### config.mk
export PLATFORM = sky130hd
export DESIGN_NAME = mod47_checksum_top
export DESIGN_NICKNAME = d
export VERILOG_FILES = /design/src/hdl/mod47_pkg.sv /design/src/hdl/mod47_ctl_if.sv /design/src/hdl/mod47_block_reducer.sv /design/src/hdl/mod47_block_assembler.sv /design/src/hdl/mod47_residue_acc.sv /design/src/hdl/mod47_block_counter.sv /design/src/hdl/mod47_ctrl_fsm.sv /design/src/hdl/mod47_checksum_top.sv
export VERILOG_INCLUDE_DIRS = /design/src /design/src/hdl
export SDC_FILE = /design/constraint.sdc
export NUM_CORES = 1
export LEC_CHECK = 0
export BUFFER_PORTS_ARGS = -buffer_cell sky130_fd_sc_hd__buf_2
export CAP_MARGIN = 10
export CORE_ASPECT_RATIO = 0.5
export CORE_MARGIN = 4
export CORE_UTILIZATION = 40
export DETAILED_ROUTE_END_ITERATION = 8
export PLACE_DENSITY = 0.52
export SYNTH_ARGS = -nofsm -noshare
export SYNTH_HDL_FRONTEND = slang
export SYNTH_SLANG_ARGS = --single-unit
export TNS_END_PERCENT = 30
### constraint.sdc
create_clock -name clk -period 43.2 [get_ports clk]
set_input_delay 2.16 -clock clk [delete_from_list [all_inputs] [get_ports clk]]
set_output_delay 2.16 -clock clk [all_outputs]
set_load 0.05 [all_outputs]
### src/hdl/mod47_macros.svh
`ifndef MOD47_MACROS_SVH
`define MOD47_MACROS_SVH

// ------------------------------------------------
// Block and lane geometry
// ------------------------------------------------
`define MOD47_BLOCK_W 100
`define MOD47_LANE_W 25
`define MOD47_LANES 4

// Width of the num_blocks input.
`define MOD47_CNT_W 8

// ------------------------------------------------
// Arithmetic constants
// ------------------------------------------------
`define MOD47_MODULUS 47
`define MOD47_FOLD_MUL 21 // 2^100 mod 47.

`endif

### src/hdl/mod47_pkg.sv
`include "mod47_macros.svh"

package mod47_pkg;

  typedef logic [5:0] residue_t; // Always below 47.

  // 100-bit block cut into 6-bit digits from the bottom.
  typedef struct packed {
    logic [3:0]       top;
    logic [14:0][5:0] mid;
    logic [5:0]       low;
  } block_digits_t;

  typedef logic [`MOD47_LANES-1:0][`MOD47_LANE_W-1:0] block_lanes_t;

  typedef union packed {
    block_lanes_t  lanes;  // Lane 0 is least significant.
    block_digits_t digits;
  } block_t;

  typedef enum logic [1:0] {
    st_idle,
    st_collect,
    st_finish
  } fsm_state_t;

  // Reduce a value below 1024 to its residue mod 47.
  function automatic residue_t fold_mod47(input logic [9:0] value);
    logic [7:0] part1;
    logic [6:0] part2;
    part1 = 8'(value[5:0]) + 8'(value[7:6]) * 8'd17 + 8'(value[9:8]) * 8'd21; // 64=17, 256=21.
    part2 = 7'(part1[5:0]) + 7'(part1[7:6]) * 7'd17; // At most 83 here.
    if (part2 >= 7'(`MOD47_MODULUS))
      return residue_t'(part2 - 7'(`MOD47_MODULUS));
    return residue_t'(part2);
  endfunction

endpackage

### src/hdl/mod47_ctl_if.sv
interface mod47_ctl_if;

  logic       clr;        // Start of a message.
  logic       lane_wr;    // Qualified lane strobe.
  logic [1:0] lane_sel;
  logic       last_lane;
  logic       last_block;
  logic       fold;       // Accumulator takes block residue.

  modport fsm (
    output clr, lane_wr, fold,
    input  last_lane, last_block
  );

  modport cnt (
    input  clr, lane_wr,
    output lane_sel, last_lane, last_block
  );

  modport dp (
    input clr, lane_wr, lane_sel, last_lane, last_block, fold
  );

endinterface

### src/hdl/mod47_block_reducer.sv
`include "mod47_macros.svh"

module mod47_block_reducer (
  input  mod47_pkg::block_t   block,
  output mod47_pkg::residue_t residue
);

  import mod47_pkg::*;

  // 2^(6*(j+1)) mod 47 for digit position j+1.
  localparam logic [5:0] weight_tbl [16] = '{
    6'd17, 6'd7,  6'd25, 6'd2,
    6'd34, 6'd14, 6'd3,  6'd4,
    6'd21, 6'd28, 6'd6,  6'd8,
    6'd42, 6'd9,  6'd12, 6'd16
  };

  function automatic residue_t mul_mod(input logic [5:0] digit, input logic [5:0] weight);
    logic [11:0] prod;
    prod = 12'(digit) * 12'(weight);
    return residue_t'(prod % 12'(`MOD47_MODULUS));
  endfunction

  residue_t   mapped [16];
  logic [7:0] sum4 [4];
  logic [8:0] sum8 [2];
  logic [9:0] total;

  // ------------------------------------------------
  // Digit mapping
  // ------------------------------------------------
  always_comb
  begin
    for (int k = 0; k < 15; k++)
    begin
      mapped[k] = mul_mod(block.digits.mid[k], weight_tbl[k]);
    end
    mapped[15] = mul_mod({2'b00, block.digits.top}, weight_tbl[15]); // Only 4 bits wide.
  end

  // ------------------------------------------------
  // Adder tree
  // ------------------------------------------------
  always_comb
  begin
    for (int i = 0; i < 4; i++)
    begin
      sum4[i] = 8'(mapped[4*i]) + 8'(mapped[4*i+1]) +
                8'(mapped[4*i+2]) + 8'(mapped[4*i+3]);
    end
    for (int j = 0; j < 2; j++)
    begin
      sum8[j] = 9'(sum4[2*j]) + 9'(sum4[2*j+1]);
    end
    total = 10'(sum8[0]) + 10'(sum8[1]) + 10'(block.digits.low); // At most 799.
  end

  assign residue = fold_mod47(total);

  always_comb
  begin
    assert (residue < 6'(`MOD47_MODULUS))
      else $error("Block residue %0d is not reduced.", residue);
  end

endmodule

### src/hdl/mod47_block_assembler.sv
`include "mod47_macros.svh"

module mod47_block_assembler (
  input  logic                     clk,
  input  logic                     arst_n,
  mod47_ctl_if.dp                  ctl,
  input  logic [`MOD47_LANE_W-1:0] lane_data,
  output mod47_pkg::block_t        block
);

  import mod47_pkg::*;

  block_t block_q;

  // Lane lands in the slot the counter points at.
  always_ff @(posedge clk or negedge arst_n)
  begin
    if (!arst_n)
    begin
      block_q <= '0;
    end
    else if (ctl.lane_wr)
    begin
      block_q.lanes[ctl.lane_sel] <= lane_data;
    end
  end

  assign block = block_q;

endmodule

### src/hdl/mod47_residue_acc.sv
`include "mod47_macros.svh"

module mod47_residue_acc (
  input  logic                clk,
  input  logic                arst_n,
  mod47_ctl_if.dp             ctl,
  input  mod47_pkg::residue_t block_residue,
  output mod47_pkg::residue_t residue
);

  import mod47_pkg::*;

  residue_t   residue_q;
  logic [9:0] horner;

  // Shift the message left by one block and add the new one.
  assign horner = 10'(residue_q) * 10'(`MOD47_FOLD_MUL) + 10'(block_residue);

  always_ff @(posedge clk or negedge arst_n)
  begin
    if (!arst_n)
    begin
      residue_q <= '0;
    end
    else if (ctl.clr)
    begin
      residue_q <= '0;
    end
    else if (ctl.fold)
    begin
      residue_q <= fold_mod47(horner);
    end
  end

  assign residue = residue_q;

  a_residue_reduced : assert property (@(posedge clk) disable iff (!arst_n)
    ctl.fold |=> residue_q < 6'(`MOD47_MODULUS));

endmodule

### src/hdl/mod47_block_counter.sv
`include "mod47_macros.svh"

module mod47_block_counter (
  input  logic                    clk,
  input  logic                    arst_n,
  mod47_ctl_if.cnt                ctl,
  input  logic [`MOD47_CNT_W-1:0] num_blocks
);

  logic [`MOD47_CNT_W:0] blocks_left_q; // One bit extra to hold 256.
  logic [1:0]            lane_sel_q;

  assign ctl.lane_sel   = lane_sel_q;
  assign ctl.last_lane  = ctl.lane_wr && (lane_sel_q == 2'(`MOD47_LANES - 1));
  assign ctl.last_block = (blocks_left_q == (`MOD47_CNT_W+1)'(1));

  always_ff @(posedge clk or negedge arst_n)
  begin
    if (!arst_n)
    begin
      blocks_left_q <= '0;
      lane_sel_q    <= '0;
    end
    else if (ctl.clr)
    begin
      if (num_blocks == '0)
        blocks_left_q <= {1'b1, {`MOD47_CNT_W{1'b0}}}; // Zero means 256.
      else
        blocks_left_q <= {1'b0, num_blocks};
      lane_sel_q <= '0;
    end
    else
    begin
      if (ctl.lane_wr)
        lane_sel_q <= lane_sel_q + 2'd1; // Wraps to lane 0.
      if (ctl.last_lane)
        blocks_left_q <= blocks_left_q - (`MOD47_CNT_W+1)'(1);
    end
  end

  a_no_extra_block : assert property (@(posedge clk) disable iff (!arst_n)
    ctl.last_lane |-> blocks_left_q != '0);

endmodule

### src/hdl/mod47_ctrl_fsm.sv
module mod47_ctrl_fsm (
  input  logic     clk,
  input  logic     arst_n,
  input  logic     start,
  input  logic     lane_valid,
  mod47_ctl_if.fsm ctl,
  output logic     busy,
  output logic     done
);

  import mod47_pkg::*;

  fsm_state_t state_q;
  fsm_state_t state_d;
  logic       fold_q;
  logic       done_q;

  assign ctl.clr     = start && (state_q == st_idle);
  assign ctl.lane_wr = lane_valid && (state_q == st_collect);
  assign ctl.fold    = fold_q;
  assign busy        = (state_q != st_idle);
  assign done        = done_q;

  // ------------------------------------------------
  // Next state
  // ------------------------------------------------
  always_comb
  begin
    state_d = state_q;
    case (state_q)
      st_idle:
      begin
        if (start)
          state_d = st_collect;
      end
      st_collect:
      begin
        if (ctl.last_lane && ctl.last_block)
          state_d = st_finish;
      end
      st_finish:
      begin
        if (!fold_q)
          state_d = st_idle; // Final fold has landed.
      end
      default:
      begin
        state_d = st_idle;
      end
    endcase
  end

  always_ff @(posedge clk or negedge arst_n)
  begin
    if (!arst_n)
    begin
      state_q <= st_idle;
      fold_q  <= 1'b0;
      done_q  <= 1'b0;
    end
    else
    begin
      state_q <= state_d;
      fold_q  <= ctl.last_lane;
      done_q  <= (state_q == st_finish) && !fold_q;
    end
  end

  // A fold never lands once the FSM is back in idle.
  a_fold_while_busy : assert property (@(posedge clk) disable iff (!arst_n)
    ctl.fold |-> (state_q != st_idle));

endmodule

### src/hdl/mod47_checksum_top.sv
`include "mod47_macros.svh"

module mod47_checksum_top (
  input  logic                     clk,
  input  logic                     arst_n,
  input  logic                     start,
  input  logic [`MOD47_CNT_W-1:0]  num_blocks,
  input  logic [`MOD47_LANE_W-1:0] lane_data,
  input  logic                     lane_valid,
  output logic                     busy,
  output logic                     done,
  output logic [5:0]               residue
);

  import mod47_pkg::*;

  block_t   block;
  residue_t block_residue;

  mod47_ctl_if ctl ();

  // ------------------------------------------------
  // Control
  // ------------------------------------------------
  mod47_ctrl_fsm i_fsm (
    .clk        (clk),
    .arst_n     (arst_n),
    .start      (start),
    .lane_valid (lane_valid),
    .ctl        (ctl.fsm),
    .busy       (busy),
    .done       (done)
  );

  mod47_block_counter i_counter (
    .clk        (clk),
    .arst_n     (arst_n),
    .ctl        (ctl.cnt),
    .num_blocks (num_blocks)
  );

  // ------------------------------------------------
  // Datapath
  // ------------------------------------------------
  mod47_block_assembler i_assembler (
    .clk       (clk),
    .arst_n    (arst_n),
    .ctl       (ctl.dp),
    .lane_data (lane_data),
    .block     (block)
  );

  mod47_block_reducer i_reducer (
    .block   (block),
    .residue (block_residue)
  );

  mod47_residue_acc i_acc (
    .clk           (clk),
    .arst_n        (arst_n),
    .ctl           (ctl.dp),
    .block_residue (block_residue),
    .residue       (residue)
  );

endmodule

==> impl_metrics.csv, run 1 <==
group,metric,value,unit
cts,clock_sinks,121,
critical_path,crit_type,"flop to flop",
finish,fin_nets,3537,
synthesis,yosysUniqueCellTypes,119,
finish,drive_gt1_frac,0.08921,
critical_path,max_stage_delay,670,ps
timing,max_freq,0.03992,GHz
outcome,outcome,"complete, no violations",
synthesis,synth_flop_cell,"dfrtp_1",
critical_path,crit_path_max_fanout,11,
finish,final_core_util,0.4322,
placement,post-dp-hpwl,52230,um
cts,clk_pin_slew_worst_paths,70,ps
floorplan,fp.dieW,361.2,um
route,drt-wirelength-per-cell,16.62,um
critical_path,cp_data_required_time,43510,ps
synthesis,synth_nets,3542,
cts,cts.path.max_buffers,2,
timing,fin_worst_skew,9.926,ps
finish,n_fill_cell,6199,
floorplan,die_area,66670,sq um
min_path,hp-class,"flop to flop",
route,ant_nets,0,
global_routing,grt_max_degree,74,
synthesis,avgSynthCellArea,8.055,sq um
floorplan,fp-row-count,64,
synthesis,async_flop_share,1.000,
critical_path,worstSetupEndpointType,"flop",
cts,cts.repair.resized,0,
cts,clk_latency,450,ps
route,wl,65330,um
global_routing,grt_pass1_wl,108000,um
route,drt_iter0_drc,1500,
critical_path,cpMostUsedCell,"fa_1",
cts,holdBufCountCts,0,
critical_path,cp_data_arrival_time,25360,ps
route,first_pass_iters,5,
floorplan,ios,45,
finish,regArea,3028,sq um
cts,numCtsBuffers,17,
timing,drv_slew,0,
timing,hold_violations,0,
route,drc_errors,0,
placement,place.gp.congestion,0.8731,
critical_path,crit_slowest_cell,"a21oi_1",
cts,cts_setup_buffers,0,
global_routing,grt_pass1_vias,20830,
global_routing,grt_usage,0.1946,
timing,relSlewSlack,0.2944,
global_routing,antenna_found_initial,5,
synthesis,synth_edf_count,0,
cts,htreeDepth,4,
critical_path,critical_path.startpoint,"i_assembler.block[60]",
timing,grt_setup_unrepaired,"false",
floorplan,initial_utilization,0.4062,
cts,cts_root_buf,"clkbuf_16",
synthesis,ys_ff_latch,121,
critical_path,start_kind,"flop",
timing,period_share,0.5798,
synthesis,syn_inst,3097,
timing,tightest_slew,1051,ps
route,avgViaCountPerCell,5.707,
placement,place_ws,18240,ps
timing,setup_viol,0,
timing,finalSetupTns,0,ps
synthesis,syn_area,24950,sq um
finish,area.growth.synth_to_final,6.420,%
synthesis,yosysSeqAreaShare,0.1214,
critical_path,rrSetupSlack,18150,ps
route,vias,22430,
floorplan,fp.dieH,184.6,um
timing,setup_ws,18150,ps
global_routing,grt_overflow,0,
synthesis,ys_warn_count,0,
timing,min_period,25050,ps
floorplan,core_region_area,61420,sq um
run,cap_violations,0,
cts,cts_tree,"yes",
critical_path,r2r-start,"i_assembler.block[60]",
finish,multi_input_area,20740,sq um
placement,io_buffers,44,
min_path,holdCritStartpoint,"i_fsm.state_q[1]",
==> layout by cell type (no fill, tap or decap), drive strengths merged, types with 42 or more instances in the layout <==
master,Yosys,final
a21o,59,59
a21oi,207,207
a31oi,42,42
buf,15,52
dfrtp,121,121
fa,94,94
ha,314,314
inv,232,237
mux2,116,116
nand2,266,266
nand3,97,97
nor2,230,230
nor3,56,56
o21ai,172,172
o21bai,42,42
xnor2,170,170
xor2,102,102
==> through the flow <==
step / hold WS (ps) / std cells / cell area, sq um
CTS: 504.3 / 3930 / 26550
floorplan: 457.7 / 3097 / 24950
detailed placement: 494.6 / 3898 / 25970
global route: 525.5 / 3930 / 26550
finish: 503.0 / 3931 / 26550
global placement: 488.6 / 3898 / 25970
==> logic make-up (layout without fill, tap and decap cells) <==
group                    count (synthesis)  after routing  share of synthesized area
flip-flops                             121            121                     0.1214
AND/OR/NAND/NOR                        927            927                     0.1832
other                                    0              1                          0
multiplexers                           152            152                    0.06776
buffers and inverters                  309            317                    0.04705
adder cells (fa/ha/maj)                414            414                     0.2353
XOR/XNOR                               272            272                    0.09700
AO/OA/AOI/OAI                          902            902                     0.2483
==> synth_stat cells (40+ instances only) <==
| cell | instances | share of area |
|---|---|---|
| a21o_1 | 59 | 0.018 |
| nand3_1 | 97 | 0.019 |
| mux2_2 | 113 | 0.051 |
| fa_1 | 94 | 0.075 |
| nand2_1 | 266 | 0.040 |
| o211ai_1 | 40 | 0.012 |
| o21bai_1 | 42 | 0.013 |
| xnor2_1 | 168 | 0.059 |
| xor2_1 | 102 | 0.036 |
| o21ai_0 | 154 | 0.031 |
| inv_1 | 232 | 0.035 |
| clkbuf_1 | 59 | 0.0089 |
| nor3_1 | 52 | 0.010 |
| dfrtp_1 | 121 | 0.12 |
| a21oi_1 | 203 | 0.041 |
| ha_1 | 314 | 0.16 |
| nor2_1 | 230 | 0.035 |
==> final cells by class <==
class,instances,share of cell area
Antenna cell,1,0.00009426
Sequential cell,121,0.1141
Multi-Input combinational cell,2667,0.7814
Timing Repair Buffer,52,0.01079
Inverter,233,0.03294
Clock inverter,14,0.005279
Clock buffer,18,0.01654
Tap cell,825,0.03888
==> sequential cells by signal, summed over array words and instances, names as in the netlist <==
| name | count |
|---|---|
| i_counter.ctl.lane_sel | 2 |
| i_acc.residue | 6 |
| i_counter.blocks_left_q | 9 |
| i_fsm.ctl.fold | 1 |
| i_fsm.done | 1 |
| i_fsm.state_q | 2 |
| i_assembler.block | 100 |
==> metal layers <==
layer,vias up,part of all wire,GRT usage
met5,-,0,0
met4,0,0.0085,0.03067
li1,11320,-,-
met3,33,0.034,0.01947
met2,390,0.43,0.3104
met1,10700,0.52,0.2892
==> worst max-delay path, delay by kind of cell, from the launching register on <==
| family | cells | cell delay [ps] |
|---|---|---|
| AOI/OAI and AO/OA | 29 | 5960 |
| xor gates and xnor gates | 9 | 1830 |
| adders and majority gates | 31 | 11480 |
| buffers and inverters | 9 | 540 |
| DFF | 1 | 460 |
| muxes | 3 | 930 |
| and+or+nand+nor | 20 | 3680 |
==> final timing paths <==
kind / endpoint / cells after the start
setup / recovery: i_acc.residue[3] / 101
hold / removal: i_fsm.state_q[0] / 1
setup reg to reg: i_acc.residue[3] / 101
hold reg to reg: i_fsm.state_q[0] / 1
max in group asynchronous: i_assembler.block[18] / 2
min in group asynchronous: i_assembler.block[84] / 1
Power of run 1 is left out: the tool's default activity adds up to more than one toggle a clock period on the data nets, which glitch-free logic cannot reach.
==> run 2, diff against run 1 <==
- clock period: 43.2 -> 23.4 ns (I/O delays scaled with it)
==> impl_metrics.csv, run 2 (same netlist as run 1, synthesis figures left out) <==
group,metric,value,unit
global_routing,grt_usage,0.1943,
floorplan,fp-row-count,64,
finish,diodes,0,
cts,cts.path.max_buffers,2,
finish,layout_common_cells,"ha_1 (292), nand2_1 (265), inv_1 (231), nor2_1 (223), buf_4 (180)",
finish,multi_input_area,21700,sq um
critical_path,cpMostUsedCell,"ha_1",
finish,area.growth.synth_to_final,15.72,%
placement,place.gp.congestion,0.8679,
finish,n_fill_cell,5990,
timing,hold_violations,0,
timing,setup_viol,0,
finish,drive_gt1_frac,0.1840,
floorplan,core_region_area,61420,sq um
critical_path,r2r-start,"i_assembler.block[57]",
critical_path,crit_type,"flop to flop",
finish,regArea,3034,sq um
critical_path,cp_data_arrival_time,22610,ps
cts,numCtsBuffers,17,
cts,clk_pin_slew_worst_paths,70,ps
critical_path,max_stage_delay,660,ps
global_routing,grt_overflow,0,
route,first_pass_iters,5,
floorplan,ios,45,
cts,clk_latency,450,ps
global_routing,antenna_found_initial,2,
floorplan,fp.dieH,184.6,um
route,drt_iter0_drc,1471,
finish,largest_reg_flops,100,
critical_path,crit_path_max_fanout,7,
timing,period_share,0.9536,
min_path,holdCritStartpoint,"i_fsm.state_q[1]",
finish,final_common_cell,"ha_1",
floorplan,initial_utilization,0.4062,
global_routing,grt_pass1_wl,108500,um
global_routing,grt_pass1_vias,21300,
timing,min_period,22310,ps
route,avgViaCountPerCell,5.628,
timing,tightest_slew,881.3,ps
run,cap_violations,0,
floorplan,die_area,66670,sq um
route,vias,23090,
global_routing,grt_max_degree,73,
cts,holdBufCountCts,0,
finish,fin_nets,3710,
critical_path,crit_slowest_cell,"fa_2",
route,drc_errors,0,
placement,place_ws,-323.5,ps
route,wl,67170,um
critical_path,start_kind,"flop",
timing,drv_slew,0,
timing,setup_ws,1086,ps
route,drt-wirelength-per-cell,16.38,um
critical_path,critical_path.startpoint,"i_assembler.block[57]",
placement,io_buffers,44,
route,ant_nets,0,
outcome,outcome,"complete, no violations",
timing,max_freq,0.04482,GHz
critical_path,cp_data_required_time,23700,ps
cts,htreeDepth,4,
cts,cts_tree,"yes",
timing,relSlewSlack,0.3972,
placement,post-dp-hpwl,52520,um
cts,cts_root_buf,"clkbuf_16",
cts,clock_sinks,121,
timing,fin_worst_skew,12.68,ps
critical_path,worstSetupEndpointType,"flop",
min_path,hp-class,"flop to flop",
floorplan,fp.dieW,361.2,um
## run 2: layer usage
metal / up-vias / wire [um] / track usage
li1: 11660 / - / -
met1: 10980 / 34250 / 0.2814
met2: 390 / 29660 / 0.3117
met3: 60 / 2353 / 0.02499
met4: 0 / 903 / 0.03777
met5: - / 0 / 0
## run 2: final timing paths
check / cells past startpoint / end / slack [ps]
min in group asynchronous: 1 / i_assembler.block[61] / 760
worst min register to register: 1 / i_fsm.state_q[0] / 500
worst min-delay path: 1 / i_fsm.state_q[0] / 500
worst max-delay path: 106 / i_acc.residue[3] / 1090
worst max register to register: 106 / i_acc.residue[3] / 1090
max in group asynchronous: 2 / i_counter.blocks_left_q[0] / 21430
## run 2: area by class of cell
type,instances,share of cell area
tap,825,0.03576
clock buffer,18,0.01521
sequential,121,0.1051
multi-input combinational,2667,0.7519
clock inverter,13,0.006718
inverter,233,0.03030
timing repair buffer,225,0.05504
## run 2: metrics by stage
step | area [sq um] | instances | hold slack, ps | utilization | setup TNS, ps
floorplan | 24950 | 3097 | 457.7 | - | 0
global placement | 26930 | 4027 | 489.7 | 0.4385 | 0
detailed placement | 26930 | 4027 | 489.6 | 0.4385 | -1393
CTS | 27650 | 4061 | 504.7 | 0.4502 | 0
global route | 28870 | 4102 | 524.3 | 0.4700 | -713.7
finish | 28870 | 4102 | 502.5 | 0.4700 | 0
## run 2: timing repair
action | in CTS | in global routing
gates cloned | 0 | 0
gates resized for setup | 16 | 184
pin swaps | 2 | 62
setup buffers | 3 | 41
endpoints found under the setup margin | 6 | 6
## run 2: critical path: cells and delay by family, from the launching register on
kind	cells	cell delay (ps)
flops	1	410
simple gates	22	2980
mux	1	150
compound gates	31	5630
fa+ha+maj	32	10890
buf+inv	13	1070
xor+xnor	7	1000
Power of run 2 is left out for the same reason.
==> run 3, diff against run 2 <==
- RECOVER_POWER: not set -> 100
==> impl_metrics.csv, run 3 (same netlist as run 1, synthesis figures left out) <==
group,metric,value,unit
cts,clock_sinks,121,
timing,period_share,0.9530,
cts,cts_tree,"yes",
finish,diodes,0,
critical_path,cpLargestDelayFamily,"adder cells",
critical_path,cpMostUsedCell,"ha_1",
route,ant_nets,0,
placement,io_buffers,44,
finish,area.growth.synth_to_final,15.56,%
global_routing,grt_max_degree,73,
critical_path,worstSetupEndpointType,"flop",
outcome,outcome,"finished, violations left",
finish,finalInstanceArea,28830,sq um
timing,max_freq,0.04484,GHz
finish,n_fill_cell,5999,
placement,post-dp-hpwl,52520,um
placement,place.gp.congestion,0.8679,
finish,layout_common_cells,"ha_1 (292), nand2_1 (265), inv_1 (231), nor2_1 (223), a21oi_1 (177)",
critical_path,r2r-start,"i_assembler.block[57]",
cts,cts.path.max_buffers,2,
timing,relSlewSlack,-1.844,
floorplan,initial_utilization,0.4062,
floorplan,fp-row-count,64,
floorplan,core_region_area,61420,sq um
finish,final_common_cell,"ha_1",
min_path,hp-class,"flop to flop",
global_routing,antenna_found_initial,2,
route,vias,23060,
cts,htreeDepth,4,
critical_path,crit_type,"flop to flop",
placement,dpl-instance-area,26930,sq um
floorplan,fp.dieH,184.6,um
critical_path,crit_path_max_fanout,7,
route,drt-wirelength-per-cell,16.36,um
route,drt_iter0_drc,1449,
route,wl,67110,um
critical_path,cp_data_required_time,23690,ps
timing,fin_worst_skew,12.15,ps
cts,clk_pin_slew_worst_paths,70,ps
route,wl_met1,34100,um
finish,fin_nets,3710,
global_routing,grt_pass1_vias,21300,
timing,hold_violations,0,
cts,cts_root_buf,"clkbuf_16",
critical_path,max_stage_delay,660,ps
finish,drive_gt1_frac,0.1794,
route,wl_met2,29670,um
route,drc_errors,0,
floorplan,die_area,66670,sq um
route,avgViaCountPerCell,5.622,
critical_path,cp_data_arrival_time,22590,ps
finish,largest_reg_flops,100,
floorplan,fp.dieW,361.2,um
outcome,violations,"max-capacitance violations, max-slew violations",
route,routed.top_layer,"met4",
cts,holdBufCountCts,0,
route,first_pass_iters,5,
critical_path,start_kind,"flop",
global_routing,grt_usage,0.1943,
cts,clk_latency,440,ps
route,wl_met3,2454,um
timing,min_period,22300,ps
critical_path,rrSetupSlack,1100,ps
timing,drv_slew,238,
global_routing,grt_pass1_wl,108500,um
global_routing,grt_overflow,0,
critical_path,crit_slowest_cell,"fa_2",
critical_path,crit_buf_inv,13,
floorplan,ios,45,
min_path,holdCritStartpoint,"i_fsm.state_q[1]",
timing,finalSetupTns,0,ps
cts,numCtsBuffers,17,
timing,tightest_slew,4267,ps
timing,setup_viol,0,
run,cap_violations,6,
critical_path,critical_path.startpoint,"i_assembler.block[57]",
run 3: final cells by class:
cell class	instances	area (sq um)	area share
Multi-Input combinational cell	2667	21700	0.7529
Tap cell	825	1032	0.03581
Clock buffer	18	439.2	0.01523
Inverter	233	874.6	0.03034
Sequential cell	121	3034	0.1053
Timing Repair Buffer	225	1549	0.05373
Clock inverter	13	193.9	0.006727
run 3: final timing paths:
check	end	cells after the start
worst min-delay path	i_fsm.state_q[0]	1
worst max register to register	i_acc.residue[3]	106
worst min register to register	i_fsm.state_q[0]	1
worst max-delay path	i_acc.residue[3]	106
max in group asynchronous	i_counter.blocks_left_q[0]	2
min in group asynchronous	i_assembler.block[61]	1
run 3: through the flow:
stage          setup WS [ps]  hold slack, ps    util  std cells
6_report                1099           504.9  0.4694       4102
5_1_grt               -198.0           524.4  0.4694       4102
4_1_cts                15.70           504.7  0.4502       4061
3_5_place_dp          -323.5           489.6  0.4385       4027
3_3_place_gp           186.2           489.7  0.4385       4027
2_1_floorplan          707.4           457.7       -       3097
run 3: timing repair:
action,4_1_cts,5_1_grt
endpoints found under the setup margin,6,6
endpoints found under the hold margin,0,0
pin swaps,2,62
buffers inserted,3,41
resized for setup,16,184
run 3: metal layers:
layer / global-route usage / vias up
met2: 0.3117 / 391
met5: 0 / -
met3: 0.02499 / 56
li1: - / 11660
met1: 0.2814 / 10960
met4: 0.03777 / 0
Power of run 3 is left out for the same reason.
